### src/m92_bus_pkg.sv
/*
 * M92 CPU bus bridge shared definitions
 * Bus widths, decoded board regions, the fixed CPU address map
 * and the state encoding of the SDRAM request stage.
 */

`default_nettype none

package m92_bus_pkg;

    // ==============================
    // Widths
    // ==============================
    localparam int CPU_ADDR_W = 20;
    localparam int SDR_ADDR_W = 25;
    localparam int WORD_W     = 16;
    localparam int BYTE_W     = 8;
    localparam int BANK_W     = 4;

    typedef logic [CPU_ADDR_W-1:0] cpu_addr_t;    // CPU byte address
    typedef logic [SDR_ADDR_W-1:0] sdr_addr_t;
    typedef logic [WORD_W-1:0]     word_t;
    typedef logic [BYTE_W-1:0]     byte_t;        // I/O data and port number
    typedef logic [1:0]            lane_sel_t;    // Bit 0 is the low byte
    typedef logic [BANK_W-1:0]     bank_t;

    typedef enum logic [2:0] {
        REGION_ROM,
        REGION_BANKED,
        REGION_RAM,
        REGION_VID_CTRL,
        REGION_UNMAPPED
    } region_e;

    typedef enum logic [1:0] {
        REQ_IDLE,
        REQ_WAIT,
        REQ_DONE
    } req_state_e;

    // ==============================
    // Address map
    // ==============================
    localparam cpu_addr_t ROM_END       = 20'h9FFFF;
    localparam sdr_addr_t ROM_SDR_BASE  = 25'h0000000;

    localparam cpu_addr_t BANK_START    = 20'hA0000;
    localparam cpu_addr_t BANK_END      = 20'hBFFFF;
    localparam sdr_addr_t BANK_SDR_BASE = 25'h0100000;
    localparam sdr_addr_t BANK_SIZE     = sdr_addr_t'(BANK_END - BANK_START) + 25'd1;

    localparam cpu_addr_t RAM_START     = 20'hE0000;
    localparam cpu_addr_t RAM_END       = 20'hEFFFF;
    localparam sdr_addr_t RAM_SDR_BASE  = 25'h0200000;

    localparam cpu_addr_t VID_CTRL_ADDR = 20'hF9000;

    localparam byte_t BANK_IO_PORT  = 8'h20;
    localparam word_t UNMAPPED_DATA = 16'hFFFF;    // Open bus reads high

endpackage

`default_nettype wire

### src/word_access_if.sv
/*
 * Word access link
 * Carries one aligned CPU word access from the capture stage
 * to the address decode stage. valid pulses once per access.
 */

`timescale 1ns/1ns
`default_nettype none

interface word_access_if;

    logic                   valid;
    logic                   write;
    logic                   odd;          // CPU byte address bit 0
    m92_bus_pkg::cpu_addr_t word_addr;    // Bit 0 always clear
    m92_bus_pkg::lane_sel_t lanes;
    m92_bus_pkg::word_t     wdata;        // Already steered into word lanes

    modport capture (
        output valid,
        output write,
        output odd,
        output word_addr,
        output lanes,
        output wdata
    );

    modport decode (
        input valid,
        input write,
        input odd,
        input word_addr,
        input lanes,
        input wdata
    );

endinterface

`default_nettype wire

### src/region_access_if.sv
/*
 * Region access link
 * Carries a decoded access from the decode stage to the SDRAM
 * request stage, together with the read value of local registers.
 */

`timescale 1ns/1ns
`default_nettype none

interface region_access_if;

    logic                   valid;
    logic                   write;
    logic                   odd;
    m92_bus_pkg::region_e   region;
    m92_bus_pkg::sdr_addr_t sdr_addr;
    m92_bus_pkg::lane_sel_t lanes;
    m92_bus_pkg::word_t     wdata;
    m92_bus_pkg::word_t     local_rdata;    // Video control or open bus value

    modport decode (
        output valid,
        output write,
        output odd,
        output region,
        output sdr_addr,
        output lanes,
        output wdata,
        output local_rdata
    );

    modport request (
        input valid,
        input write,
        input odd,
        input region,
        input sdr_addr,
        input lanes,
        input wdata,
        input local_rdata
    );

endinterface

`default_nettype wire

### src/bus_capture.sv
/*
 * CPU strobe capture
 * Registers single-cycle read and write strobes from the CPU and
 * turns byte addressed accesses into aligned word accesses.
 * Strobes seen while an access is in flight are dropped.
 */

`timescale 1ns/1ns
`default_nettype none

module bus_capture (
    input  wire logic                   clk_sys,
    input  wire logic                   reset_n,

    input  wire logic                   mem_read,
    input  wire logic                   mem_write,
    input  wire m92_bus_pkg::cpu_addr_t mem_addr,
    input  wire m92_bus_pkg::lane_sel_t mem_sel,
    input  wire m92_bus_pkg::word_t     mem_wdata,

    input  wire logic                   busy,

    word_access_if.capture              acc
);

    logic                   take;
    logic                   addr_odd;
    m92_bus_pkg::lane_sel_t word_lanes;
    m92_bus_pkg::word_t     word_data;

    assign take     = (mem_read | mem_write) & ~busy;
    assign addr_odd = mem_addr[0];

    // Odd byte accesses land in the upper half of the word
    always_comb begin
        if (addr_odd) begin
            word_lanes = {mem_sel[0], 1'b0};
            word_data  = {mem_wdata[7:0], 8'h00};
        end else begin
            word_lanes = mem_sel;
            word_data  = mem_wdata;
        end
    end

    // ==============================
    // Access strobe
    // ==============================
    always_ff @(posedge clk_sys or negedge reset_n) begin
        if (!reset_n) begin
            acc.valid <= 1'b0;
        end else begin
            acc.valid <= take;    // One pulse per accepted strobe
        end
    end

    // ==============================
    // Access payload
    // ==============================
    always_ff @(posedge clk_sys) begin
        if (take) begin
            acc.write     <= mem_write;
            acc.odd       <= addr_odd;
            acc.word_addr <= {mem_addr[19:1], 1'b0};
            acc.lanes     <= word_lanes;
            acc.wdata     <= word_data;
        end
    end

endmodule

`default_nettype wire

### src/region_decode.sv
/*
 * Board region decode
 * Classifies each word access by the fixed address map, forms the
 * SDRAM address including the banked ROM window, and keeps the
 * ROM bank register and the video control register.
 */

`timescale 1ns/1ns
`default_nettype none

module region_decode (
    input  wire logic                clk_sys,
    input  wire logic                reset_n,

    word_access_if.decode            acc,

    input  wire logic                io_write,
    input  wire m92_bus_pkg::byte_t  io_addr,
    input  wire m92_bus_pkg::byte_t  io_data,

    output m92_bus_pkg::word_t       vid_ctrl,

    region_access_if.decode          dec
);

    m92_bus_pkg::bank_t     bank;
    m92_bus_pkg::region_e   region;
    m92_bus_pkg::sdr_addr_t region_addr;
    m92_bus_pkg::sdr_addr_t bank_base;
    logic                   vid_wr;

    // Start of the selected bank inside banked ROM
    assign bank_base = m92_bus_pkg::sdr_addr_t'(bank) * m92_bus_pkg::BANK_SIZE;

    // ==============================
    // Address map
    // ==============================
    always_comb begin
        region      = m92_bus_pkg::REGION_UNMAPPED;
        region_addr = '0;
        if (acc.word_addr <= m92_bus_pkg::ROM_END) begin
            region      = m92_bus_pkg::REGION_ROM;
            region_addr = m92_bus_pkg::ROM_SDR_BASE
                        + m92_bus_pkg::sdr_addr_t'(acc.word_addr);
        end else if (acc.word_addr >= m92_bus_pkg::BANK_START &&
                     acc.word_addr <= m92_bus_pkg::BANK_END) begin
            region      = m92_bus_pkg::REGION_BANKED;
            region_addr = m92_bus_pkg::BANK_SDR_BASE + bank_base
                        + m92_bus_pkg::sdr_addr_t'(acc.word_addr - m92_bus_pkg::BANK_START);
        end else if (acc.word_addr >= m92_bus_pkg::RAM_START &&
                     acc.word_addr <= m92_bus_pkg::RAM_END) begin
            region      = m92_bus_pkg::REGION_RAM;
            region_addr = m92_bus_pkg::RAM_SDR_BASE
                        + m92_bus_pkg::sdr_addr_t'(acc.word_addr - m92_bus_pkg::RAM_START);
        end else if (acc.word_addr == m92_bus_pkg::VID_CTRL_ADDR) begin
            region      = m92_bus_pkg::REGION_VID_CTRL;
        end
    end

    assign vid_wr = acc.valid & acc.write & (region == m92_bus_pkg::REGION_VID_CTRL);

    // ==============================
    // Bank and video control registers
    // ==============================
    always_ff @(posedge clk_sys or negedge reset_n) begin
        if (!reset_n) begin
            bank     <= '0;
            vid_ctrl <= '0;
        end else begin
            if (io_write && io_addr == m92_bus_pkg::BANK_IO_PORT) begin
                bank <= io_data[$bits(m92_bus_pkg::bank_t)-1:0];
            end
            if (vid_wr) begin
                if (acc.lanes[0]) vid_ctrl[7:0]  <= acc.wdata[7:0];
                if (acc.lanes[1]) vid_ctrl[15:8] <= acc.wdata[15:8];
            end
        end
    end

    // Pass the decoded access on
    always_ff @(posedge clk_sys or negedge reset_n) begin
        if (!reset_n) begin
            dec.valid <= 1'b0;
        end else begin
            dec.valid <= acc.valid;
        end
    end

    always_ff @(posedge clk_sys) begin
        if (acc.valid) begin
            dec.write    <= acc.write;
            dec.odd      <= acc.odd;
            dec.region   <= region;
            dec.sdr_addr <= region_addr;
            dec.lanes    <= acc.lanes;
            dec.wdata    <= acc.wdata;
            dec.local_rdata <= (region == m92_bus_pkg::REGION_VID_CTRL) ?
                               vid_ctrl : m92_bus_pkg::UNMAPPED_DATA;
        end
    end

endmodule

`default_nettype wire

### src/sdram_request.sv
/*
 * SDRAM request stage
 * Issues one SDRAM request per decoded ROM or RAM access and
 * completes local accesses directly. Holds the CPU busy while an
 * access is in flight and returns read data in CPU byte order.
 */

`timescale 1ns/1ns
`default_nettype none

module sdram_request (
    input  wire logic                  clk_sys,
    input  wire logic                  reset_n,

    region_access_if.request           dec,
    input  wire logic                  strobe,

    output m92_bus_pkg::sdr_addr_t     sdr_addr,
    output m92_bus_pkg::word_t         sdr_din,
    output m92_bus_pkg::lane_sel_t     sdr_wr_sel,
    output logic                       sdr_req,
    input  wire logic                  sdr_rdy,
    input  wire m92_bus_pkg::word_t    sdr_dout,

    output logic                       busy,
    output logic                       mem_done,
    output m92_bus_pkg::word_t         mem_rdata
);

    m92_bus_pkg::req_state_e state;
    logic                    in_flight;
    logic                    sdram_region;
    logic                    writable;
    logic                    start;
    logic                    odd_q;
    m92_bus_pkg::word_t      rdata_q;

    // Odd reads want the upper byte in the low lane
    function automatic m92_bus_pkg::word_t lane_align(input logic odd,
                                                     input m92_bus_pkg::word_t data);
        if (odd) begin
            return {8'h00, data[15:8]};
        end
        return data;
    endfunction

    assign sdram_region = (dec.region == m92_bus_pkg::REGION_ROM)    ||
                          (dec.region == m92_bus_pkg::REGION_BANKED) ||
                          (dec.region == m92_bus_pkg::REGION_RAM);
    assign writable     = (dec.region == m92_bus_pkg::REGION_RAM);
    assign start        = (state == m92_bus_pkg::REQ_IDLE) & dec.valid;

    assign busy      = in_flight;
    assign mem_done  = (state == m92_bus_pkg::REQ_DONE);
    assign mem_rdata = rdata_q;

    // ==============================
    // Request FSM
    // ==============================
    always_ff @(posedge clk_sys or negedge reset_n) begin
        if (!reset_n) begin
            state     <= m92_bus_pkg::REQ_IDLE;
            sdr_req   <= 1'b0;
            in_flight <= 1'b0;
        end else begin
            sdr_req <= 1'b0;

            if (strobe && !in_flight) begin
                in_flight <= 1'b1;
            end else if (state == m92_bus_pkg::REQ_DONE) begin
                in_flight <= 1'b0;    // Last busy cycle is the done cycle
            end

            case (state)
                m92_bus_pkg::REQ_IDLE: begin
                    if (dec.valid) begin
                        if (sdram_region) begin
                            sdr_req <= 1'b1;
                            state   <= m92_bus_pkg::REQ_WAIT;
                        end else begin
                            state   <= m92_bus_pkg::REQ_DONE;
                        end
                    end
                end
                m92_bus_pkg::REQ_WAIT: begin
                    if (sdr_rdy) state <= m92_bus_pkg::REQ_DONE;
                end
                m92_bus_pkg::REQ_DONE: state <= m92_bus_pkg::REQ_IDLE;
                default:               state <= m92_bus_pkg::REQ_IDLE;
            endcase
        end
    end

    // ==============================
    // Request and read data payload
    // ==============================
    always_ff @(posedge clk_sys) begin
        if (start) begin
            sdr_addr   <= dec.sdr_addr;
            sdr_din    <= dec.wdata;
            sdr_wr_sel <= (dec.write && writable) ? dec.lanes : '0;   // ROM writes read
            odd_q      <= dec.odd;
            rdata_q    <= lane_align(dec.odd, dec.local_rdata);
        end else if (state == m92_bus_pkg::REQ_WAIT && sdr_rdy) begin
            rdata_q    <= lane_align(odd_q, sdr_dout);
        end
    end

endmodule

`default_nettype wire

### src/m92_cpu_bus.sv
/*
 * M92 main CPU bus bridge
 * Capture, decode and SDRAM request stages in one pipeline.
 * The CPU is stalled while an access is in flight.
 */

`timescale 1ns/1ns
`default_nettype none

module m92_cpu_bus (
    input  wire logic                   clk_sys,
    input  wire logic                   reset_n,

    // CPU memory bus
    input  wire logic                   mem_read,
    input  wire logic                   mem_write,
    input  wire m92_bus_pkg::cpu_addr_t mem_addr,
    input  wire m92_bus_pkg::lane_sel_t mem_sel,
    input  wire m92_bus_pkg::word_t     mem_wdata,
    output logic                        stall,
    output logic                        mem_done,
    output m92_bus_pkg::word_t          mem_rdata,

    // CPU I/O bus
    input  wire logic                   io_write,
    input  wire m92_bus_pkg::byte_t     io_addr,
    input  wire m92_bus_pkg::byte_t     io_data,

    output m92_bus_pkg::word_t          vid_ctrl,

    // SDRAM port
    output m92_bus_pkg::sdr_addr_t      sdr_addr,
    output m92_bus_pkg::word_t          sdr_din,
    output m92_bus_pkg::lane_sel_t      sdr_wr_sel,
    output logic                        sdr_req,
    input  wire logic                   sdr_rdy,
    input  wire m92_bus_pkg::word_t     sdr_dout
);

    logic strobe;
    logic busy;

    word_access_if   acc_if ();
    region_access_if dec_if ();

    assign strobe = mem_read | mem_write;
    assign stall  = busy;

    bus_capture capture0 (
        .clk_sys   (clk_sys),
        .reset_n   (reset_n),
        .mem_read  (mem_read),
        .mem_write (mem_write),
        .mem_addr  (mem_addr),
        .mem_sel   (mem_sel),
        .mem_wdata (mem_wdata),
        .busy      (busy),
        .acc       (acc_if.capture)
    );

    region_decode decode0 (
        .clk_sys  (clk_sys),
        .reset_n  (reset_n),
        .acc      (acc_if.decode),
        .io_write (io_write),
        .io_addr  (io_addr),
        .io_data  (io_data),
        .vid_ctrl (vid_ctrl),
        .dec      (dec_if.decode)
    );

    sdram_request request0 (
        .clk_sys    (clk_sys),
        .reset_n    (reset_n),
        .dec        (dec_if.request),
        .strobe     (strobe),
        .sdr_addr   (sdr_addr),
        .sdr_din    (sdr_din),
        .sdr_wr_sel (sdr_wr_sel),
        .sdr_req    (sdr_req),
        .sdr_rdy    (sdr_rdy),
        .sdr_dout   (sdr_dout),
        .busy       (busy),
        .mem_done   (mem_done),
        .mem_rdata  (mem_rdata)
    );

endmodule

`default_nettype wire

### config.mk
export PLATFORM = sky130hd
export DESIGN_NAME = m92_cpu_bus
export DESIGN_NICKNAME = d
export VERILOG_FILES = /design/src/m92_bus_pkg.sv /design/src/word_access_if.sv /design/src/region_access_if.sv /design/src/bus_capture.sv /design/src/region_decode.sv /design/src/sdram_request.sv /design/src/m92_cpu_bus.sv
export SDC_FILE = /design/constraint.sdc
export NUM_CORES = 1
export LEC_CHECK = 0
export ABC_AREA = 1
export BUFFER_PORTS_ARGS = -buffer_cell sky130_fd_sc_hd__clkbuf_2
export CORE_AREA = 2 2 139 141
export DETAILED_ROUTE_END_ITERATION = 10
export DIE_AREA = 0 0 141 143
export PLACE_DENSITY_LB_ADDON = 0.05
export SETUP_SLACK_MARGIN = 0.05
export SYNTH_ARGS = -nofsm -noshare
export SYNTH_HDL_FRONTEND = slang
export SYNTH_SLANG_ARGS = --single-unit
### constraint.sdc
create_clock -name clk_sys -period 7.5 [get_ports clk_sys]
set_input_delay 0.75 -clock clk_sys [delete_from_list [all_inputs] [get_ports clk_sys]]
set_output_delay 0.75 -clock clk_sys [all_outputs]
set_load 0.03 [all_outputs]
### Word level (Yosys, flattened, before mapping)

Index checks and enable logic that the tools add are counted.
Widths: inputs -> output; s select.

* input port bits: 76
* register bits after elaboration: 189
* logic and storage cells: 99

* add/sub/neg operators: 5
* equal/unequal tests: 9
* bitwise operators: 6
* reduce and logical (&&, ||, !) cells: 16
* muxes and demuxes: 29
* magnitude comparators: 5

Operators by type and width (count)
* $mux 16: 7
* $le 20x20->1 const B: 3
* $mux 25: 2
* $sub 20x20->21 const B: 2
* $ge 20x20->1 const B: 2
* $add 22x25->25 const A: 1
* $add 25x25->25: 1
* $add 21x21->22 const A: 1
* $mux 20: 1
* $eq 19x19->1 const B: 1
* $mux 3: 4
* $mux 1: 10
* $eq 8x6->1 const B: 1
* $mux 2: 4
* $eq 3x2->1 const B: 2
* $logic_and 1x1->1: 6
* $reduce_and 2->1: 3
* $and 1x1->1: 4
* $ne 2x2->1 const B: 2
* $pmux 2 s2: 1
* $reduce_bool 2->1: 2
* $eq 3x1->1 const B: 1
* $logic_not 3->1: 1
* $eq 2x1->1 const B: 1
* 6 further kinds: 7

### Depth between registers and ports, before layout

Gate-level depths: netlist of the first run.

* depth after elaboration: 8
* gate-level depth with buffers: 14

### By module

From an unflattened synthesis of the first run, not the netlist that was laid out.

* cells, all modules: 608
* area, all modules: 7628.6 sq um

Modules (own cells, without submodules)
* region_decode: instances 1, cells each 305, area an instance 3662.3 sq um, seq. area each 2417.3 sq um
* sdram_request: instances 1, cells each 208, area an instance 2536.2 sq um, seq. area each 1901.8 sq um
* bus_capture: instances 1, cells each 92, area an instance 1418.9 sq um, seq. area each 1196.1 sq um
* m92_cpu_bus: instances 1, cells each 3, area an instance 11.3 sq um, seq. area each 0.0 sq um

### Worst setup path after synthesis of the first run

No wires, ideal clock.

* kind: reg2reg
* start point: reg request0.state[0]
* end point: reg request0.rdata_q[14], in the netlist request0.mem_rdata[14], data pin
* required time: 7.302 ns
* library setup time: 0.198 ns
* clock period less this slack: 2.520 ns
* cell stages (with the launch flop): 7
* arrival time: 2.322 ns
* path slack: 4.980 ns
* cell sequence: dfrtp_1 -> nor2_1 -> nand2_1 -> clkinv_1 -> clkbuf_1 -> nand3_1 -> o31ai_1

* word-level cells in the longest chain between the ends: 3

RTL lines
* start, declared: line sdram_request.sv:30 `m92_bus_pkg::req_state_e state;`
* start signal, assigned: line sdram_request.sv:62 `state <= m92_bus_pkg::REQ_IDLE;`
* start signal, assigned: line sdram_request.sv:79 `state <= m92_bus_pkg::REQ_WAIT;`
* start signal, assigned: line sdram_request.sv:81 `state <= m92_bus_pkg::REQ_DONE;`
* $logic_not 2->1: line sdram_request.sv:51 `assign start = (state == m92_bus_pkg::REQ_IDLE) & dec.valid;`
* $and 1x1->1: line sdram_request.sv:51
* via request0.start: line sdram_request.sv:34 `logic start;`
* $mux 16: line sdram_request.sv:98 `if (start) begin`
* end signal, assigned: line sdram_request.sv:103 `rdata_q <= lane_align(dec.odd, dec.local_rdata);`
* end signal, assigned: line sdram_request.sv:105 `rdata_q <= lane_align(odd_q, sdr_dout);`
* end, declared: line sdram_request.sv:36 `m92_bus_pkg::word_t rdata_q;`

The timed path passes the listed nets, and every way through them passes these cells.
A chain may end at the register's enable or synchronous reset.

### Final worst setup path of the first run

* start point: reg capture0.acc.word_addr[17]
* end point: reg decode0.dec.local_rdata[4], data pin

* word-level cells in the longest chain between the ends: 6
* elaborated cells between the ends (all ways): 13
* classes of those cells: order compare: 5; eq/ne: 2; mux: 4; reduce/logical: 2

RTL lines
* start, declared: line word_access_if.sv:23 `output word_addr,`
* start signal, assigned: line bus_capture.sv:63 `acc.word_addr <= {mem_addr[19:1], 1'b0};`
* $ge 20x20->1 (tied with other cells): line region_decode.sv:50 `end else if (acc.word_addr >= m92_bus_pkg::RAM_START &&`
* $logic_and 1x1->1 or $mux 3 (tied branches): line region_decode.sv:50, region_decode.sv:55
* $mux 3: line region_decode.sv:50
* $mux 3: line region_decode.sv:45 `end else if (acc.word_addr >= m92_bus_pkg::BANK_START &&`
* $mux 3 *: line region_decode.sv:41 `if (acc.word_addr <= m92_bus_pkg::ROM_END) begin`
* $eq 3x2->1 *: line region_decode.sv:97 `dec.local_rdata <= (region == m92_bus_pkg::REGION_VID_CTRL) ?`
* end signal, assigned: line region_decode.sv:97
* end, declared: line region_access_if.sv:29 `output local_rdata`

Every way passes the cells marked *; elsewhere a longest branch is shown, timed or not.

==> results of run 1 <==
cell families (layout without fill, tap and decap cells):
logic type,count (synthesis),after routing,synth area share
other cells,1,2,0.0005098
xor+xnor,2,2,0.002382
flops,187,187,0.7457
simple gates,210,210,0.1269
fa+ha+maj,14,14,0.02483
buf+inv,97,262,0.05324
compound gates,53,53,0.04644
per-layer routing:
metal  wire length (um)  global-route usage  share of wire
met5                  0                   0              0
met4                155             0.04632          0.011
met3                812             0.04024          0.055
met2               6960              0.2395           0.47
met1               6829              0.2095           0.46
worst paths after layout:
path | from | end | cells past startpoint
min in group clk_sys | decode0.dec.wdata[6] | request0.sdr_din[6] | 0
worst min-delay path | reset_n | decode0.bank[1] | 1
max in group asynchronous | reset_n | capture0.acc.valid | 1
worst max register to register | capture0.acc.word_addr[17] | decode0.dec.local_rdata[4] | 8
worst min register to register | decode0.dec.wdata[6] | request0.sdr_din[6] | 0
worst max-delay path | capture0.acc.word_addr[17] | decode0.dec.local_rdata[4] | 8
power by group through the flow:
stage	logic, uW	clock network, uW	registers, uW
final	657	879	1540
after global routing	725	945	1570
after CTS	672	905	1550
after detailed placement	670	0	1570
after global placement	660	0	1560
after floorplan	255	0	1760
cell type report:
| cell class | instances | area share |
|---|---|---|
| well taps | 234 | 0.03287 |
| multi-input cells | 281 | 0.1664 |
| clock inverters | 15 | 0.01812 |
| repair buffers | 151 | 0.08567 |
| clock buffers | 17 | 0.04775 |
| inverters | 79 | 0.03329 |
| flip-flops and latches | 187 | 0.6159 |
state kept, by name (all words and copies together) (netlist names), 3 cells and up:
register and flops:
capture0.acc.wdata 16, capture0.acc.word_addr 19, decode0.dec.sdr_addr 24, request0.sdr_din 16, decode0.dec.local_rdata 16, decode0.dec.region 3, decode0.dec.wdata 16, request0.mem_rdata 16
decode0.vid_ctrl 16, request0.sdr_addr 24, decode0.bank 4
through the flow:
| stage | utilization | setup slack, ns | total power, uW |
|---|---|---|---|
| 2_1_floorplan | - | 4.980 | 2012 |
| 3_3_place_gp | 0.4479 | 5.065 | 2223 |
| 3_5_place_dp | 0.4479 | 5.009 | 2237 |
| 4_1_cts | 0.4795 | 4.984 | 3123 |
| 5_1_grt | 0.4795 | 4.800 | 3238 |
| 6_report | 0.4795 | 4.999 | 3077 |
Yosys cell counts, types with 3 or more instances:
library cell	number	share of area
dfrtp_1	26	0.088
buf_2	4	0.0027
inv_1	76	0.039
o211ai_1	8	0.0082
clkbuf_1	10	0.0051
nor2_1	75	0.038
o21ai_0	9	0.0061
nand3_1	17	0.012
nand2_2	3	0.0026
nand2_1	86	0.044
nand4_1	17	0.014
edfxtp_1	161	0.66
o31ai_1	16	0.016
o22ai_1	3	0.0026
a21oi_1	14	0.0095
ha_1	13	0.022
==> results.sh, run 1 <==
export IMPL_status="finished clean"
export IMPL_relSlewSlack=0.4284
export IMPL_min_period_ns=2.501
export IMPL_dpl_cell_area_um2=8322
export IMPL_crit_fanout=32
export IMPL_p_per_area_nw_per_um2=345.4
export IMPL_final_common_cell="edfxtp_1"
export IMPL_layout_common_cells="edfxtp_1 (161), clkbuf_2 (148), nand2_1 (86), inv_1 (76), nor2_1 (75)"
export IMPL_grt_pass1_wl_mm=23.09
export IMPL_hold_viol=0
export IMPL_path_cells="ha_1 > ha_1 > nand2_1 > nand2_2 > nor2_2 > nand3_2 > a21oi_4 > nand2_1"
export IMPL_drt_wirelength_per_cell_um=15.31
export IMPL_remaining_drc_errors=0
export IMPL_via_count=4459
export IMPL_setup_viol=0
export IMPL_power_frac_comb=0.213
export IMPL_ant_nets=0
export IMPL_synth_seq_cells=187
export IMPL_vias_per_cell=4.626
export IMPL_rsz0062_at_grt="false"
export IMPL_antenna_found_initial=0
export IMPL_cts_hold_buf=0
export IMPL_multiInputGateArea_um2=1483
export IMPL_core_area_um2=18580
export IMPL_switching_share=0.3254
export IMPL_die_area_um2=20160
export IMPL_cpPeakStageDelay_ns=0.62
export IMPL_gp_congestion=0.8126
export IMPL_clk_latency_ns=0.42
export IMPL_rrSetupSlack_ns=5.00
export IMPL_track_usage=0.1524
export IMPL_area_growth_pct=21.11
export IMPL_nFillCells=1719
export IMPL_timing_fmax_ghz=0.3998
export IMPL_rows=50
export IMPL_die_y_um=143
export IMPL_regArea_um2=5487
export IMPL_clock_power_share=0.285
export IMPL_grt_max_degree=65
export IMPL_power_frac_seq=0.501
export IMPL_synth_flop_cell="edfxtp_1"
export IMPL_first_global_vias=4353
export IMPL_synth_edf_count=161
export IMPL_first_pass_iters=4
export IMPL_fin_crit_sh=0.3335
export IMPL_fin_skew_ns=0.01144
export IMPL_synth_area_per_cell_um2=13.04
export IMPL_startpoint_type="flop"
export IMPL_fp_dieW_um=141
export IMPL_tns_ns=0
export IMPL_worst_slew_pin_slew_ns=0.8575
export IMPL_synthArstFlopShare=0.1390
export IMPL_io_pins=154
export IMPL_whs_ns=0.3813
export IMPL_cp_required_ns=7.63
export IMPL_clk_pin_slew_ns=0.07
export IMPL_synth_cell_types=34
export IMPL_leakagePower_uw=0.003707
export IMPL_synth_area_um2=7356
export IMPL_wirelength_mm=14.76
export IMPL_start_util=0.3959
export IMPL_dp_cells=932
export IMPL_power_switching_uw=1001
export IMPL_cts_setup_buffers=0
export IMPL_cts_buffer_depth=2
export IMPL_final_cell_area_um2=8909
export IMPL_hp_class="input port to asynchronous set/reset pin"
export IMPL_cp_top_family="compound AO/OA/AOI/OAI gates"
export IMPL_final_cells=964
export IMPL_antenna_cells=0
export IMPL_dp_hpwl_mm=10.50
export IMPL_cp_arrival_ns=2.63
export IMPL_synth_warnings=0
export IMPL_root_buffer="clkbuf_16"
export IMPL_critPathBufInv=0
export IMPL_cts_buffers=17
export IMPL_drt_iter0_markers=249
export IMPL_io_buffers=148
export IMPL_slew_viol_final=0
export IMPL_p_int_uw=2076
export IMPL_htree_levels=4
export IMPL_cts_sinks=187
export IMPL_synth_seq_area_share=0.7457
export IMPL_gr_total_overflow=0
export IMPL_final_nets=807
export IMPL_cpMaxStageDelayCell="a21oi_4"
export IMPL_cts_tree="done"
export IMPL_cts_resized=0
export IMPL_crit_type="flop to flop"
export IMPL_syn_inst=564
export IMPL_endpoint_kind="flop"
export IMPL_maxCapViolCount=0
export IMPL_drive_above_1_share=0.2699
export IMPL_vdd_drop_max_mv=0.1750
(Power assumes the default switching activity.)
==> run 2, diff against run 1 <==
==> constraint.sdc (replaced) <==
create_clock -name clk_sys -period 2.45 [get_ports clk_sys]
set_input_delay 0.245 -clock clk_sys [delete_from_list [all_inputs] [get_ports clk_sys]]
set_output_delay 0.245 -clock clk_sys [all_outputs]
set_load 0.03 [all_outputs]
==> run 2 against run 1 <==
Count of clock-buffer cells in the layout is the same; die area stayed put; register-to-register slack got worse by 4.8 ns; sequential power rose to 3.1 times the previous value; worst hold slack worse by 0.37 ns; fmax is 12% higher; final cell count increased by 2.0%; flip-flop and latch count stayed put; clock skew is essentially flat; highest routed layer unchanged; design area rose by 2.3%; power grew to 3.1 times the previous value.
==> results.sh, run 2 (synthesized netlist as in run 1, its figures left out) <==
export IMPL_vias_per_cell=4.635
export IMPL_maxCapViolCount=0
export IMPL_antenna_cells=0
export IMPL_timing_fmax_ghz=0.4465
export IMPL_slew_viol_final=0
export IMPL_drive_above_1_share=0.2697
export IMPL_ant_nets=0
export IMPL_path_cells="inv_1 > ha_1 > inv_1 > ha_1 > ha_1 > nand2_1 > o21ai_0 > xor2_1 > o22ai_1"
export IMPL_cts_setup_buffers=0
export IMPL_nFillCells=1677
export IMPL_via_count=4556
export IMPL_cts_buffers=17
export IMPL_core_area_um2=18580
export IMPL_cts_buffer_depth=2
export IMPL_layout_common_cells="edfxtp_1 (161), clkbuf_2 (148), nand2_1 (86), inv_1 (76), nor2_1 (75)"
export IMPL_tns_ns=0
export IMPL_wirelength_mm=14.91
export IMPL_die_area_um2=20160
export IMPL_cpMaxStageDelayCell="edfxtp_1"
export IMPL_io_buffers=148
export IMPL_grt_max_degree=65
export IMPL_min_period_ns=2.240
export IMPL_hold_viol=0
export IMPL_p_per_area_nw_per_um2=1051
export IMPL_fin_crit_sh=0.9142
export IMPL_rsz0062_at_grt="false"
export IMPL_path_common_cell="ha_1"
export IMPL_top_regs="decode0.dec.sdr_addr (24), request0.sdr_addr (24), capture0.acc.word_addr (19)"
export IMPL_hp_class="input port to flop"
export IMPL_cts_sinks=187
export IMPL_track_usage=0.1516
export IMPL_fp_dieW_um=141
export IMPL_final_nets=826
export IMPL_vdd_drop_max_mv=0.4754
export IMPL_cpPeakStageDelay_ns=0.48
export IMPL_gp_congestion=0.8587
export IMPL_area_growth_pct=23.88
export IMPL_total_power_uw=9573
export IMPL_dp_hpwl_mm=10.47
export IMPL_crit_fanout=6
export IMPL_crit_type="flop to flop"
export IMPL_dpl_cell_area_um2=8372
export IMPL_cp_required_ns=2.61
export IMPL_start_util=0.3959
export IMPL_die_y_um=143
export IMPL_leakagePower_uw=0.003805
export IMPL_first_pass_iters=4
export IMPL_relSlewSlack=0.4329
export IMPL_final_cell_area_um2=9112
export IMPL_setup_viol=0
export IMPL_io_pins=154
export IMPL_endpoint_kind="flop"
export IMPL_clk_latency_ns=0.42
export IMPL_grt_pass1_wl_mm=23.43
export IMPL_post_route_util=0.4904
export IMPL_dp_slack_ns=0.2090
export IMPL_htree_levels=4
export IMPL_root_buffer="clkbuf_16"
export IMPL_fin_skew_ns=0.01135
export IMPL_first_global_vias=4543
export IMPL_drt_iter0_markers=238
export IMPL_drt_wirelength_per_cell_um=15.17
export IMPL_status="finished clean"
export IMPL_remaining_drc_errors=0
export IMPL_cts_tree="done"
export IMPL_setup_slack_ns=0.2102
export IMPL_final_common_cell="edfxtp_1"
export IMPL_clk_pin_slew_ns=0.07
export IMPL_cts_resized=0
export IMPL_rows=50
export IMPL_worst_slew_pin_slew_ns=0.8507
export IMPL_antenna_found_initial=0
export IMPL_gr_total_overflow=0
export IMPL_startpoint_type="flop"
export IMPL_cp_arrival_ns=2.40
-- run 2: timing repair --
item	4_1_cts	5_1_grt
endpoints found under the setup margin	0	0
hold buffers	14	0
endpoints found under the hold margin	39	0
-- run 2: final timing paths --
check                                            from                    endpoint  slack (ns)  cells after the start
setup / recovery           capture0.acc.word_addr[17]    decode0.dec.sdr_addr[21]        0.21                      9
hold / removal                           mem_addr[10]  capture0.acc.word_addr[10]        0.02                      1
setup reg to reg           capture0.acc.word_addr[17]    decode0.dec.sdr_addr[21]        0.21                      9
hold reg to reg              decode0.dec.sdr_addr[10]       request0.sdr_addr[10]        0.42                      0
max in group asynchronous                     reset_n          capture0.acc.valid        1.49                      2
min in group asynchronous                     reset_n             decode0.bank[3]        0.42                      2
-- run 2: power breakdown --
part	internal [uW]	switching, uW
Combinational	510	1550
Clock	1540	1250
Sequential	4440	280
-- run 2: layer usage --
metal	GRT usage	vias to the layer above	wire (um)
met5	0	-	0
met1	0.2140	2130	7217
met4	0.05211	0	116
li1	-	2280	-
met2	0.2367	139	6785
met3	0.03018	7	794
-- run 2: worst max-delay path: cells and delay by family, from the launching register on --
kind                     cells  cell delay (ns)
flip-flops                   1             0.48
AO/OA/AOI/OAI                2             0.32
buffers and inverters        2             0.18
AND/OR/NAND/NOR              1             0.08
adder cells (fa/ha/maj)      3             0.75
XOR/XNOR                     1             0.16
-- run 2: layout make-up --
cell class              count  area (um2)  share of cell area
clock buffers              17       425.4             0.04668
clock inverters            15       175.2             0.01922
inverters                  79       296.5             0.03254
multi-input cells         281        1483              0.1627
flip-flops and latches    187        5487              0.6021
well taps                 234       292.8             0.03213
repair buffers            170       953.4              0.1046
-- run 2: through the flow --
step	std cells	hold slack [ns]
4_1_cts	983	0.00008119
3_5_place_dp	937	0.3582
6_report	983	0.01584
2_1_floorplan	565	-0.05059
5_1_grt	983	0.004150
3_3_place_gp	937	0.3425
